===== src/sprite_macros.svh =====
/*
 * sizes and constants shared by the sprite renderer
 * include this header wherever one of the macros is needed
 */
`ifndef SPRITE_MACROS_SVH
`define SPRITE_MACROS_SVH

`define SCREEN_W      64
`define SCREEN_H      48

`define SPRITE_W      16
`define SPRITE_H      16
`define PIX_ADDR_W    8        // one frame is 16x16 words

`define FRAME_NUM     18       // 9 right, 9 left
`define STORE_ADDR_W  13       // {frame, pixel}
`define RUN_FRAMES    8
`define ANIM_DIV      2        // screens per run step

`define CREDITS       4        // downstream pixel slots

`define KEY_RGB       12'hF0F  // transparent
`define BG_RGB        12'h000

`endif


===== src/sprite_pkg.sv =====
/*
 * colour and animation-control types of the sprite renderer
 * referenced by scoped name from the modules that need them
 */
`default_nettype none

package sprite_pkg;

    // 4 bits per channel
    typedef struct packed {
        logic [3:0] r;
        logic [3:0] g;
        logic [3:0] b;
    } rgb_t;

    // movement state word, one per screen
    typedef struct packed {
        logic       facing_right;
        logic       airborne;
        logic       idle;
        logic [3:0] run_frame;
    } sprite_ctrl_t;

endpackage

`default_nettype wire


===== src/anim_sequencer.sv =====
/*
 * turns movement inputs into the sprite control word once per screen
 * frame_end_i pulses with the last pixel of a screen
 */
`timescale 1ns/100ps
`default_nettype none

`include "sprite_macros.svh"

module anim_sequencer (
    input  logic                      clk,
    input  logic                      rst,
    input  logic                      move_left_i,
    input  logic                      move_right_i,
    input  logic                      jump_i,
    input  logic                      frame_end_i,
    output sprite_pkg::sprite_ctrl_t  ctrl_o
);

    localparam int DIV_W = $clog2(`ANIM_DIV + 1);

    logic [DIV_W-1:0] div_cnt;
    logic             running;

    assign running = move_left_i || move_right_i;

    always_ff @(posedge clk) begin
        if (rst) begin
            ctrl_o.facing_right <= 1'b1;
            ctrl_o.airborne     <= 1'b0;
            ctrl_o.idle         <= 1'b1;
            ctrl_o.run_frame    <= '0;
            div_cnt             <= '0;
        end else if (frame_end_i) begin
            if (move_left_i ^ move_right_i) begin
                ctrl_o.facing_right <= move_right_i;
            end
            ctrl_o.airborne <= jump_i;
            ctrl_o.idle     <= !running;

            if (!running) begin
                ctrl_o.run_frame <= '0;
                div_cnt          <= '0;
            end else if (!ctrl_o.idle) begin  // first running screen shows frame 0
                if (div_cnt == DIV_W'(`ANIM_DIV - 1)) begin
                    div_cnt <= '0;
                    if (ctrl_o.run_frame == 4'(`RUN_FRAMES - 1)) begin
                        ctrl_o.run_frame <= '0;
                    end else begin
                        ctrl_o.run_frame <= ctrl_o.run_frame + 4'd1;
                    end
                end else begin
                    div_cnt <= div_cnt + DIV_W'(1);
                end
            end
        end
    end

endmodule

`default_nettype wire


===== config.mk =====
export PLATFORM = sky130hd
export DESIGN_NAME = anim_sequencer
export DESIGN_NICKNAME = d
export VERILOG_FILES = /design/src/sprite_pkg.sv /design/src/anim_sequencer.sv
export VERILOG_INCLUDE_DIRS = /design/src /design/src/src
export SDC_FILE = /design/constraint.sdc
export NUM_CORES = 1
export LEC_CHECK = 0
export BUFFER_PORTS_ARGS = -buffer_cell sky130_fd_sc_hd__buf_2
export CORE_AREA = 2 2 39 41
export DETAILED_ROUTE_END_ITERATION = 6
export DIE_AREA = 0 0 41 43
export HOLD_SLACK_MARGIN = 0.15
export SYNTH_ARGS = -nofsm -noshare
export SYNTH_HDL_FRONTEND = slang
export SYNTH_SLANG_ARGS = --single-unit

===== constraint.sdc =====
create_clock -name clk -period 1.39 [get_ports clk]
set_clock_uncertainty 0.15 [all_clocks]
set_input_delay 0 -clock clk [delete_from_list [all_inputs] [get_ports clk]]
set_output_delay 0 -clock clk [all_outputs]
set_load 0.005 [all_outputs]

* Word level (Yosys, flattened, before mapping)
Index checks and enable logic that the tools add are counted.
** Operators by class
- Add/subtract/negate cells :: 2
- Eq/ne operators :: 4
- Multiplexer cells :: 7
- Bitwise gates (word level) :: 1
- Reduce and logical (&&, ||, !) cells :: 5
** Operator list (number)
- $mux 4 :: 4
- $mux 2 :: 3
- $add 4x1->4 const B :: 1
- $eq 4x3->1 const B :: 1
- $reduce_and 2->1 :: 2
- $reduce_and 3->1 :: 1
- $add 2x1->2 const B :: 1
- $eq 2x1->1 const B :: 1
- $ne 2x1->1 const B :: 1
- $ne 2x2->1 const B :: 1
- $logic_not 1->1 :: 1
- $logic_or 1x1->1 :: 1
- $xor 1x1->1 :: 1
** Storage, ports and cells
- Register bits after elaboration :: 9
- Input port bits :: 6
- Output and inout port bits :: 7
- Logic and storage cells :: 24

* Longest topological paths before layout
Gate-level depths: netlist of run 1.
- Word-level depth :: 5
- Mapped depth :: 6
- Depth with buffers taken out :: 6

* Worst setup path before layout of run 1
OpenSTA, ideal clock, no wires.
- Path type :: register to register
- From :: register ctrl_o[0] in the netlist's numbering
- To :: register ctrl_o[3] in the netlist's numbering
- Library setup time :: 0.087 ns
- Arrival :: 1.217 ns
- Data required time :: 1.153 ns
- Slack :: -0.064 ns
- Stages on the path, launching flop included :: 4
- Path buffers :: 0
- Clock period less this slack :: 1.454 ns
- Cells stage by stage :: dfxtp_1 > ha_1 > or4_1 > o31ai_1
** On the way
- Cells in the longest elaborated chain, start to end :: 5
- Elaborated cells between the ends (all ways) :: 6
- Those cells by class :: add/sub (1); eq/ne (1); mux (4)
** RTL lines
- from (decl) :: RTL line anim_sequencer.sv:17 : output sprite_pkg::sprite_ctrl_t ctrl_o
- $add 4x1->4 / $eq 4x3->1 (equally long branches) :: RTL line anim_sequencer.sv:50, anim_sequencer.sv:47
- $mux 4 (*) :: RTL line anim_sequencer.sv:47 : if (ctrl_o.run_frame == 4'(`RUN_FRAMES - 1)) begin
- $mux 4 (*) :: RTL line anim_sequencer.sv:45 : if (div_cnt == DIV_W'(`ANIM_DIV - 1)) begin
- $mux 4 (*) :: RTL line anim_sequencer.sv:44 : end else if (!ctrl_o.idle) begin
- $mux 4 (*) :: RTL line anim_sequencer.sv:41 : if (!running) begin
Every way passes the cells marked *; elsewhere a longest branch is shown, timed or not. The select of a mux whose other input is x is not followed.
A chain may end at the register's enable or synchronous reset.

* Worst setup path after layout of run 1
- From :: register ctrl_o[4] in the netlist's numbering
- To :: register ctrl_o[3] in the netlist's numbering
** On the way
- Cells in the longest elaborated chain, start to end :: 2
** RTL lines
- $ne 2x2->1 (no source line)
- $reduce_and 3->1 (no source line)
Every way passes these cells.

==> results.txt, run 1 <==
The number of I/O port buffers is 12. Measured on the finished design, the core utilization comes to between 40% and 50%. The flow ran to the end, but the final reports show violations. The routed wire length on met3 came out at between 50 and 60 um.

The mean number of vias per cell is about 5.1. The final estimated routing congestion in global placement came out at around 0.73. The routed design uses between 500 and 600 um of met2 wire. The top fanout value on the critical path came out at 2.

The site row count came out at 14. The violation count after the first detailed-route iteration is 8. The number of slew-limit violations in the final report came to 0.

The number of sinks handled by clock tree synthesis is 9. The area taken by flip-flops and latches is 186 um2. Derived from the worst setup path, the maximum achievable clock frequency is 713 MHz.

The actual transition at the worst max-transition pin is 0.276 ns. The detailed placer's ending HPWL is ~730 um. Fill cells in the final layout number between 100 and 150. The effective utilization at floorplan came out at between 30 and 40%. The length of the first detailed-routing pass in iterations came out at 4. The hold buffer count at cts is 5. The clock insertion delay at the later pin of the skew report is between 0.2 and 0.3 ns. The post-synthesis area per instance is approximately 9.7 um2. Once detail routing completed, the nets flagged for antenna violations numbered 0. The total number of vias came out at between 400 and 500. The final setup slack of the worst path came out at -0.0126 ns.

The clock transition at the register clock pins on the worst setup and hold paths after CTS is 0.06 ns. The checks that failed: hold timing, setup timing. Entering global routing, the biggest net connects 9 pins.

The path depth of the worst reg2reg path is 4. The final period demand of the worst path came out at 1.40 ns. The peak supply drop is 0.446 mV. The startpoint of the most critical setup path is ctrl_o[4]$_SDFFE_PP1P_. In the global route stage, overall resource usage came out at between 10 and 15%. Traced cell by cell, the critical path runs through nand2b_4 -> nand2_4 -> or4_4 -> o31ai_1. The final wirelength came out at roughly 1000 um. The minimum setup slack after placement came out at -0.0999 ns. For this run, the number of Yosys warnings is 0. The floorplan step defined a die boundary enclosing 1760 um2. For the final routed database, the setup TNS stands at -0.0126 ns. The chip width came out at 41 um. The root buffer cell chosen for the clock tree is sky130_fd_sc_hd__clkbuf_4. The number of distinct library cells after synthesis came out at 23. Signal routing reaches up to met4. The area growth from synthesis to layout is 46.4%. Setup repair after global routing could not meet its margin everywhere. The fraction of layout instances using a drive strength above 1 is between 40% and 50%. The max capacitance violation total is 0. The standby leakage power is between 0.3 and 0.4 nW. The number of placed I/O pins is 13. The number of buffers on the longest clock path is 2. The number of endpoints failing setup at the final stage is 1. In this run the register-to-register setup slack is -0.01 ns. The wire length of the first global-routing pass is 1690 um. The synthesized netlist occupies a cell area of 467 um2.

The sum of overflow across all layers after global routing is 0. The worst path uses 101% of the clock period. The number of antenna violations at the first check in global routing is 0.

The number of flip-flops and latches in the synthesized netlist came out at 9. The total CTS buffers is 3. The power per unit of standard cell area is 843 nW/um2. The reg-to-reg critical path endpoint is ctrl_o[3]$_SDFFE_PP0P_. The number of hold violations in the final report was 2.

The critical path data arrival time came out at ~1.4 ns. In this run the number of H-tree levels came out at 1. The relative slew slack came out at 81.6%. Counting every net in the synthesized netlist gives 57. The worst register-to-register path begins at ctrl_o[4]$_SDFFE_PP1P_.

For this run, the slowest stage of the critical path takes about 0.50 ns. The average detailed-routed wire length per instance is 11.4 um. The region available for standard cell placement spans 1380 um2. The final-layout worst hold slack is -0.0475 ns. The met1 layer wirelength in the final routing came out at between 400 and 500 um.

The worst setup path is of the flop to flop kind. At the worst endpoint, the required time is 1.41 ns. TritonCTS built the clock tree. Buffers added to address setup during post-CTS repair amount to 0.

The total number of nets in the final design came out at 85. Power comes to roughly 0.58 mW. The area used by multi-input combinational logic is 272 um2. The worst setup path is launched from a flop. On the critical path, the stage with the largest delay is an instance of sky130_fd_sc_hd__or4_4. The cell count after synthesis came out at 48. The most critical setup path has its endpoint at ctrl_o[3]$_SDFFE_PP0P_. In the routed design, unresolved DRC markers number 0. The type of the most critical hold path is primary input to flop.

The number of global-route vias before repair was roughly 430. The register area share after synthesis came out at roughly 39%. STA classifies the critical path endpoint as a flop. The height of the die is between 40 and 50 um. The count of antenna diodes in the layout came out at 0.
## report_power, final
part | total, mW | internal (mW) | switching, mW
Sequential | 0.271 | 0.266 | 0.00561
Combinational | 0.106 | 0.0591 | 0.0468
Clock | 0.199 | 0.110 | 0.0881
## metal layers
| layer | global-route usage (%) | vias up |
|---|---|---|
| li1 | - | 232 |
| met1 | 16.7 | 216 |
| met2 | 22.8 | 14 |
| met3 | 3.14 | 2 |
| met4 | 8.00 | 0 |
| met5 | 0 | - |
## what timing repair did
action	CTS	global route
endpoints found under the setup margin	1	2
pin swaps	1	0
gates resized for setup	0	1
hold endpoints to repair	9	6
## sequential cells by signal, indices dropped and copies added, names as in the netlist
name and flops:
ctrl_o 7, div_cnt 2
## synthesized netlist by cell type
master / count / area (um2)
sky130_fd_sc_hd__and3b_2: 1 / 10.0
sky130_fd_sc_hd__buf_8: 1 / 15.0
sky130_fd_sc_hd__mux2i_1: 3 / 30.0
sky130_fd_sc_hd__ha_1: 3 / 37.5
sky130_fd_sc_hd__nor2b_1: 1 / 6.26
sky130_fd_sc_hd__dfxtp_1: 9 / 180
sky130_fd_sc_hd__o211ai_1: 2 / 15.0
sky130_fd_sc_hd__nor2_1: 4 / 15.0
sky130_fd_sc_hd__a21oi_1: 3 / 15.0
sky130_fd_sc_hd__or4_1: 1 / 7.51
sky130_fd_sc_hd__o21ai_0: 1 / 5.00
sky130_fd_sc_hd__nand3b_1: 1 / 7.51
sky130_fd_sc_hd__nand4b_1: 2 / 17.5
sky130_fd_sc_hd__o31ai_1: 1 / 7.51
sky130_fd_sc_hd__nand2b_4: 1 / 13.8
sky130_fd_sc_hd__nand2_1: 4 / 15.0
sky130_fd_sc_hd__o211a_1: 1 / 10.0
sky130_fd_sc_hd__clkbuf_2: 1 / 5.00
sky130_fd_sc_hd__nor3b_1: 1 / 7.51
sky130_fd_sc_hd__nand4_1: 1 / 6.26
sky130_fd_sc_hd__nand2_4: 1 / 11.3
sky130_fd_sc_hd__inv_1: 3 / 11.3
sky130_fd_sc_hd__a32oi_1: 2 / 17.5
## how the worst min path moves through the flow
stage                      from                endpoint  slack (ns)  cells past startpoint
floorplan                jump_i  ctrl_o[5]$_SDFFE_PP0P_      -0.003                      2
global placement         jump_i  ctrl_o[5]$_SDFFE_PP0P_        0.09                      3
detailed placement       jump_i  ctrl_o[5]$_SDFFE_PP0P_        0.10                      3
CTS                 frame_end_i  ctrl_o[4]$_SDFFE_PP1P_       -0.05                      3
global route        frame_end_i  ctrl_o[4]$_SDFFE_PP1P_      -0.006                      3
finish              frame_end_i  ctrl_o[4]$_SDFFE_PP1P_       -0.05                      3
## area by class of cell
class / count / area share, %
Tap cell: 16 / 2.93
Timing Repair Buffer: 25 / 24.5
Sequential cell: 9 / 27.3
Multi-Input combinational cell: 34 / 39.7
Clock buffer: 4 / 3.85
Inverter: 3 / 1.65
## logic make-up (layout without fill, tap and decap cells)
| logic type | Yosys count | in the layout | share of synthesized area, % |
|---|---|---|---|
| fa+ha+maj | 3 | 3 | 8.04 |
| compound gates | 10 | 10 | 15.0 |
| mux | 3 | 3 | 6.43 |
| flops | 9 | 9 | 38.6 |
| simple gates | 18 | 18 | 25.2 |
| buf+inv | 5 | 32 | 6.70 |
## stage by stage
step | std cells | area (um2) | hold WS [ns]
floorplan | 48 | 485 | -0.00279
global placement | 83 | 613 | 0.0920
detailed placement | 83 | 613 | 0.103
CTS | 92 | 689 | -0.0521
global route | 91 | 683 | -0.00573
finish | 91 | 683 | -0.0475
## critical path, delay by kind of cell, from the launching register on
| family | cells | cell delay, ns |
|---|---|---|
| and+or+nand+nor | 3 | 0.62 |
| DFF | 1 | 0.33 |
| AOI/OAI and AO/OA | 1 | 0.22 |
## layout by cell type, fill, tap and decap left out, types with 2 or more instances in the layout
master	synthesis	routed
sky130_fd_sc_hd__buf_2	0	12
sky130_fd_sc_hd__a32oi_1	2	2
sky130_fd_sc_hd__inv_1	3	3
sky130_fd_sc_hd__nor2_1	4	4
sky130_fd_sc_hd__o211ai_1	2	2
sky130_fd_sc_hd__clkbuf_4	0	3
sky130_fd_sc_hd__nand2_1	4	4
sky130_fd_sc_hd__a21oi_1	3	3
sky130_fd_sc_hd__dfxtp_2	0	2
sky130_fd_sc_hd__dfxtp_1	9	6
sky130_fd_sc_hd__mux2i_1	3	3
sky130_fd_sc_hd__ha_1	3	2
sky130_fd_sc_hd__dlygate4sd3_1	0	4
sky130_fd_sc_hd__buf_4	0	9
sky130_fd_sc_hd__nand4b_1	2	2
(Power assumes the default switching activity.)
==> inputs of run 2 (changes only) <==
CELL_PAD_IN_SITES_DETAIL_PLACEMENT = 2   (was default)
CELL_PAD_IN_SITES_GLOBAL_PLACEMENT = 2   (was default)
CORE_AREA = default   (was 2 2 39 41)
CORE_MARGIN = 2   (was default)
CORE_UTILIZATION = 25   (was default)
DIE_AREA = default   (was 0 0 41 43)
PLACE_DENSITY_LB_ADDON = 0.1   (was default)
==> results.txt, run 2 (same netlist as run 1, synthesis figures left out) <==
The number of endpoints failing setup at the final stage came out at 1 (unchanged). The chip width came out at 47.2 um (+15%). The number of buffers on the longest clock path is 2 (unchanged). TritonCTS built the clock tree.

The wire length of the first global-routing pass is 2280 um (+35%). The clock insertion delay at the later pin of the skew report came out at 0.28 ns (+0.03 ns). The max capacitance violation total is 0 (unchanged).

The setup fix buffers added after clock tree synthesis is 0 (unchanged). The length of the first detailed-routing pass in iterations came out at 3 (-1). The peak clock frequency supported by timing is 706 MHz (-0.95%). The average detailed-routed wire length per instance came out at 13.2 um (+16%). On the critical path, the stage with the largest delay is an instance of sky130_fd_sc_hd__or4_4. The post-placement cell area came out at 639 um2 (+4.3%). The standby leakage power came out at 0.331 nW (+2.5%). Walking the worst path, the cells encountered are nand2b_4 -> nand2_4 -> or4_4 -> o31ai_1.

The final wirelength is 1340 um (+29%). The number of hold violations in the final report is 3 (+1). The critical path data arrival time is 1.46 ns (+0.04 ns). In this run the most used layer during global routing was met2. The area of the core came out at 1750 um2 (+26%).

The power per unit of standard cell area came out at 859 nW/um2 (+1.9%). The fraction of layout instances using a drive strength above 1 is 44.7% (+2.1 points). The ratio of final minimum period to clock period is 102% (+0.97 points). More flip-flops sit in one register than any other, and that register is ctrl_o. Leaving out fill and tap cells, the most frequent cell in the layout is sky130_fd_sc_hd__buf_2. The sum of overflow across all layers after global routing is 0 (unchanged). The utilization after layout is 40.1% (-9.3 points). The actual transition at the worst max-transition pin came out at 0.217 ns (-0.0587 ns). Leaving out fill and tap cells, the most frequent cells in the layout are 12 x sky130_fd_sc_hd__buf_2, 11 x sky130_fd_sc_hd__buf_4, 6 x sky130_fd_sc_hd__dfxtp_1. The final estimated routing congestion in global placement came out at 0.690 (-5.1%). The hold buffer count at cts came out at 5 (unchanged).

The run finished, with violations left. The relative slew slack is 85.5% (+3.9 points). The total CTS buffers is 3 (unchanged). The endpoint required time on the critical path is 1.44 ns (+0.03 ns). The detailed placer's ending HPWL came out at 1010 um (+39%).

The number of H-tree levels came out at 1 (unchanged). The count of nets left with antenna violations after detail routing is 0 (unchanged). The final-layout worst hold slack came out at -0.0619 ns (-0.0144 ns). The count of antenna diodes in the layout is 0 (unchanged). The total routing usage reported by global routing was 15.2% (+0.86 points).

The number of remaining DRC errors came to 0 (unchanged). The number of I/O port buffers came out at 12 (unchanged). The total negative slack for setup checks came out at -0.0261 ns (-0.0135 ns). The number of flip-flops in the largest register is 7 (unchanged). The largest net degree at the start of global routing came to 9 (unchanged). The longest individual stage delay on the worst path is 0.50 ns (about the same). The global-route track usage on met1 is 16.2% (-0.51 points).

The mean number of vias per cell came out at 4.72 (-7.4%). The worst setup path is launched from a flop. The class of the most critical setup path is flop to flop.

The peak supply drop came out at 0.379 mV (-15%). The global routing usage on met2 was 26.6% (+3.8 points). The number of slew-limit violations in the final report is 0 (unchanged). The post-route standard cell area excluding fillers was 699 um2 (+2.4%).

The floorplan die area is 2230 um2 (+26%). The number of global-route vias before repair is 540 (+25%). The final setup slack of the worst path came out at -0.0261 ns (-0.0135 ns).

The global-route track usage on met3 came to 3.46% (+0.32 points). The final period demand of the worst path was 1.42 ns (+0.0135 ns). The cell count after placement was 94 (+13%).

The violation count after the first detailed-route iteration came out at 3 (-5). The total number of nets in the final design is 86 (+1.2%). The critical path endpoint category is a flop. The total number of vias was 477 (+2.8%). The final reports fail on hold timing, setup timing. The site row count came out at 15 (+1). The number of placed I/O pins came to 13 (unchanged). The min-delay analysis places its worst path in the category primary input to flop. The number of sinks handled by clock tree synthesis is 9 (unchanged).

The effective utilization at floorplan was 26.7% (-7.0 points). The number of antenna violations at the first check in global routing is 0 (unchanged). The area growth from synthesis to layout is 49.9%. The total of fill cells in the finished design is 212 (+71%). The top fanout value on the critical path is 2 (unchanged). The height of the die came to 47.2 um (+9.8%). Setup repair after global routing could not meet its margin everywhere.

CTS placed an instance of sky130_fd_sc_hd__clkbuf_4 at the clock tree root. The largest registers in the layout are ctrl_o x7, div_cnt x2. The non-filler instance count after layout was 101 (+11%). The clock transition at the register clock pins on the worst setup and hold paths after CTS is 0.07 ns (about the same).
==> run 2: cell type report <==
type                            count  area [um2]  share of cell area [%]
Inverter                            3        11.3                    1.61
Multi-Input combinational cell     34         272                    38.8
Clock buffer                        4        26.3                    3.76
Timing Repair Buffer               26         173                    24.7
Tap cell                           25        31.3                    4.47
Sequential cell                     9         186                    26.7
==> run 2: repair_timing <==
action | 4_1_cts | 5_1_grt
cloned | 0 | 0
hold endpoints to repair | 9 | 8
pin swaps | 1 | 1
gates resized for setup | 0 | 1
endpoints found under the setup margin | 1 | 3
==> run 2: power by group <==
part	switching [mW]	internal, mW
registers	0.00603	0.266
clock network	0.110	0.112
logic	0.0506	0.0567
==> run 2: through the flow <==
stage / power (mW) / worst slack (ns)
floorplan: 0.330 / 0.00933
CTS: 0.611 / -0.0372
finish: 0.601 / -0.0261
global placement: 0.373 / -0.0744
detailed placement: 0.377 / -0.134
global route: 0.630 / -0.0848
==> run 2: worst max-delay path, delay by kind of cell, from the launching register on <==
kind | cells | cell delay [ns]
AOI/OAI and AO/OA | 1 | 0.23
DFF | 1 | 0.34
and+or+nand+nor | 3 | 0.62
==> run 2: final timing paths <==
check                                        startpoint                      end  slack (ns)  cells after the start
worst max-delay path             ctrl_o[4]$_SDFFE_PP1P_   ctrl_o[3]$_SDFFE_PP0P_       -0.03                      4
worst min-delay path                        frame_end_i   ctrl_o[4]$_SDFFE_PP1P_       -0.06                      3
worst max register to register   ctrl_o[4]$_SDFFE_PP1P_   ctrl_o[3]$_SDFFE_PP0P_       -0.03                      4
worst min register to register  div_cnt[1]$_SDFFE_PP0P_  div_cnt[1]$_SDFFE_PP0P_        0.32                      1
==> run 2: layer usage <==
layer / vias up / wire [um]
li1: 229 / -
met1: 231 / 571
met2: 13 / 668
met3: 4 / 62
met4: 0 / 33
met5: - / 0
==> inputs of run 3 (changes only) <==
CORE_UTILIZATION = 28   (was 25)
CTS_CLUSTER_DIAMETER = 60   (was default)
clock period = 1.6 ns   (was 1.39 ns; I/O delays follow)
==> results.txt, run 3 (same netlist as run 1, synthesis figures left out) <==
In this run the critical register-to-register path is launched from ctrl_o[0]$_SDFFE_PP0P_. The wire length of the first global-routing pass was 2090 um (-8.2%). The reg-to-reg critical path endpoint is ctrl_o[3]$_SDFFE_PP0P_. The max capacitance violation total came out at 0 (unchanged). The met1 layer wirelength in the final routing is 569 um (-0.35%). The number of I/O port buffers was 12 (unchanged). The critical path is of the primary input to flop type. TritonCTS built the clock tree. The area used by multi-input combinational logic came out at 260 um2 (-4.1%). In the layout the commonest cells are 12 x sky130_fd_sc_hd__buf_2, 9 x sky130_fd_sc_hd__dfxtp_1, 8 x sky130_fd_sc_hd__dlygate4sd3_1.

The number of flip-flops in the largest register came to 7 (unchanged). The fraction of power consumed by combinational cells came to 16.3% (-1.6 points). The register with the most flip-flops in the final layout is ctrl_o. The setup fix buffers added after clock tree synthesis came out at 0 (unchanged).

The worst setup path is launched from a primary input. The minimum setup slack after placement is 0.0666 ns (+0.201 ns). The most common library cell in the layout ignoring fill and taps is sky130_fd_sc_hd__buf_2. The clock insertion delay at the later pin of the skew report came out at 0.26 ns (-0.02 ns). The detailed-routed wire length on met2 is 577 um (-14%).

The critical path data arrival time is 1.52 ns (+0.06 ns). The endpoint required time on the critical path is 1.60 ns (+0.16 ns). The largest net degree at the start of global routing was 9 (unchanged). The actual transition at the worst max-transition pin was 0.317 ns (+0.100 ns). The final setup slack of the worst path came out at 0.0782 ns (+0.104 ns).

The design internal power is 0.371 mW (-14%). The average detailed-routed wire length per instance came to 13.7 um (+3.4%). The count of nets left with antenna violations after detail routing came out at 0 (unchanged). The length of the first detailed-routing pass in iterations was 4 (+1).

The number of cells on the worst hold path was 7 (+4). The number of slew-limit violations in the final report came out at 0 (unchanged). The relative slew slack is 78.8% (-6.6 points).

The detailed router used layers up to and including met3. Setup repair after global routing left no endpoint under its margin. The total net switching power came to 0.129 mW (-23%).

The type of the most critical hold path is primary input to flop. The total CTS buffers is 3 (unchanged). The flow ran to the end, and the final reports show no timing, DRC or antenna violations. The total negative slack for setup checks came out at 0 ns (+0.0261 ns). The number of endpoints failing setup at the final stage came out at 0 (-1). The routed wire length on met3 is 42 um (-32%). The final estimated routing congestion in global placement came out at 0.699 (+1.2%). The ratio of final minimum period to clock period is 95.1%.

The largest registers in the layout are ctrl_o x7, div_cnt x2. The area taken by flip-flops and latches is 180 um2 (-3.4%). The family with the most delay on the worst path is buffers and inverters.

The worst setup path is captured at a flop. The total of fill cells in the finished design came to 184 (-13%). The number of remaining DRC errors is 0 (unchanged).

The number of placed I/O pins was 13 (unchanged). The clock transition at the register clock pins on the worst setup and hold paths after CTS came out at 0.07 ns (about the same). The top fanout value on the critical path came to 6 (+4). The chip width is 44.8 um (-5.0%). The number of H-tree levels came out at 1 (unchanged).

The sum of overflow across all layers after global routing is 0 (unchanged). The part of the power in registers came out at 47.7% (+2.5 points). The height of the die is 44.8 um (-5.0%). The path depth of the worst reg2reg path is 3 (-1). The buffers plus inverters on the worst setup path came to 3 (+3). The most numerous cell type found on the critical path is sky130_fd_sc_hd__dlygate4sd3_1. For this design, the slowest cell found on the critical path is sky130_fd_sc_hd__dlygate4sd3_1. The total number of vias came out at 457 (-4.2%). The effective utilization at floorplan was 30.3% (+3.5 points). The area of the core came out at 1540 um2 (-12%). The longest individual stage delay on the worst path came to 0.57 ns (+0.07 ns). The setup slack of the most critical reg-to-reg path is 0.11 ns (+0.14 ns). The fraction of layout instances using a drive strength above 1 was 29.6% (-15 points). The number of buffers on the longest clock path was 2 (unchanged). The peak clock frequency supported by timing came out at ~660 MHz.

The total routing usage reported by global routing is 14.3% (-0.88 points). The proportion of total power due to net switching came out at 25.8% (-2.0 points). The number of hold violations in the final report was 0 (-3). The number of global-route vias before repair is 478 (-11%).

The violation count after the first detailed-route iteration is 4 (+1). The mean number of vias per cell is 5.25 (+11%). The detailed placer's ending HPWL came out at 833 um (-18%).

The count of antenna diodes in the layout came out at 0 (unchanged). The final period demand of the worst path is roughly 1.5 ns. The worst hold path begins at move_right_i. The number of sinks handled by clock tree synthesis is 9 (unchanged). The final-layout worst hold slack was 0.322 ns (+0.384 ns). The floorplan die area was 2010 um2 (-9.8%). The number of antenna violations at the first check in global routing came out at 0 (unchanged). The power per unit of standard cell area is 775 nW/um2 (-9.8%).

The peak supply drop is 0.327 mV (-14%). The site row count was 14 (-1). The total number of nets in the final design came to 81 (-5.8%).

The clock root buffer is sky130_fd_sc_hd__clkbuf_4. The worst hold path terminates at div_cnt[0]$_SDFFE_PP0P_. The clock network power share was 36.0% (-0.9 points). Traced cell by cell, the critical path runs through dlygate4sd3_1 -> buf_2 -> mux2i_1 -> dlygate4sd3_1 -> nor2_1. The standby leakage power was 0.298 nW (-9.9%). The final wirelength was 1190 um (-11%). The relative area change from synthesis to final layout came out at 38.3%.
## run 3: changes by cell type in the layout (fill, tap and decap cells not counted), sizes merged
cell | previous run | this run
buf | 23 | 13
dlygate4sd3 | 3 | 8
## run 3: power by group through the flow
stage,logic [mW],clock network (mW),registers [mW]
6_report,0.0815,0.180,0.238
5_1_grt,0.0926,0.200,0.239
4_1_cts,0.0800,0.193,0.238
3_5_place_dp,0.0645,0,0.243
3_3_place_gp,0.0639,0,0.243
2_1_floorplan,0.0444,0,0.243
## run 3: worst max-delay path by stage
stage | start | end | slack (ns) | cells past startpoint
floorplan | ctrl_o[0]$_SDFFE_PP0P_ | ctrl_o[3]$_SDFFE_PP0P_ | 0.15 | 3
global placement | ctrl_o[0]$_SDFFE_PP0P_ | ctrl_o[3]$_SDFFE_PP0P_ | 0.12 | 3
detailed placement | ctrl_o[0]$_SDFFE_PP0P_ | ctrl_o[3]$_SDFFE_PP0P_ | 0.07 | 3
CTS | ctrl_o[0]$_SDFFE_PP0P_ | ctrl_o[3]$_SDFFE_PP0P_ | 0.05 | 3
global route | move_right_i | ctrl_o[1]$_SDFFE_PP0P_ | 0.02 | 7
finish | frame_end_i | ctrl_o[5]$_SDFFE_PP0P_ | 0.08 | 5
## run 3: cell type report
type	count	area share (%)
multi-input combinational	34	40.3
sequential	9	27.9
timing repair buffer	21	22.9
clock buffer	4	4.07
tap	16	3.10
inverter	3	1.74
## run 3: worst min-delay path, cell delays in order
cell	delay, ns
sky130_fd_sc_hd__buf_2	0.07
sky130_fd_sc_hd__inv_1	0.05
sky130_fd_sc_hd__ha_1	0.19
sky130_fd_sc_hd__nand2b_4	0.16
sky130_fd_sc_hd__nand2_4	0.09
sky130_fd_sc_hd__mux2i_1	0.07
sky130_fd_sc_hd__nor2_1	0.07
## run 3: timing repair
item                       in CTS  in global routing
gates resized for setup         0                  2
hold endpoints to repair        9                  0
setup endpoints to repair       0                  2
hold buffers                    8                  0
## run 3: metrics by stage
step           area, um2  total power [mW]  cells  util (%)
5_1_grt              646             0.532     87      41.9
6_report             646             0.500     87      41.9
2_1_floorplan        467             0.288     48         -
3_3_place_gp         534             0.307     75      34.7
4_1_cts              641             0.512     87      41.6
3_5_place_dp         534             0.308     75      34.7
## run 3: metal layers
layer | up-vias | global-route usage, %
met1 | 229 | 18.6
met2 | 8 | 22.9
met5 | - | 0
li1 | 220 | -
met3 | 0 | 3.60
met4 | 0 | 5.29
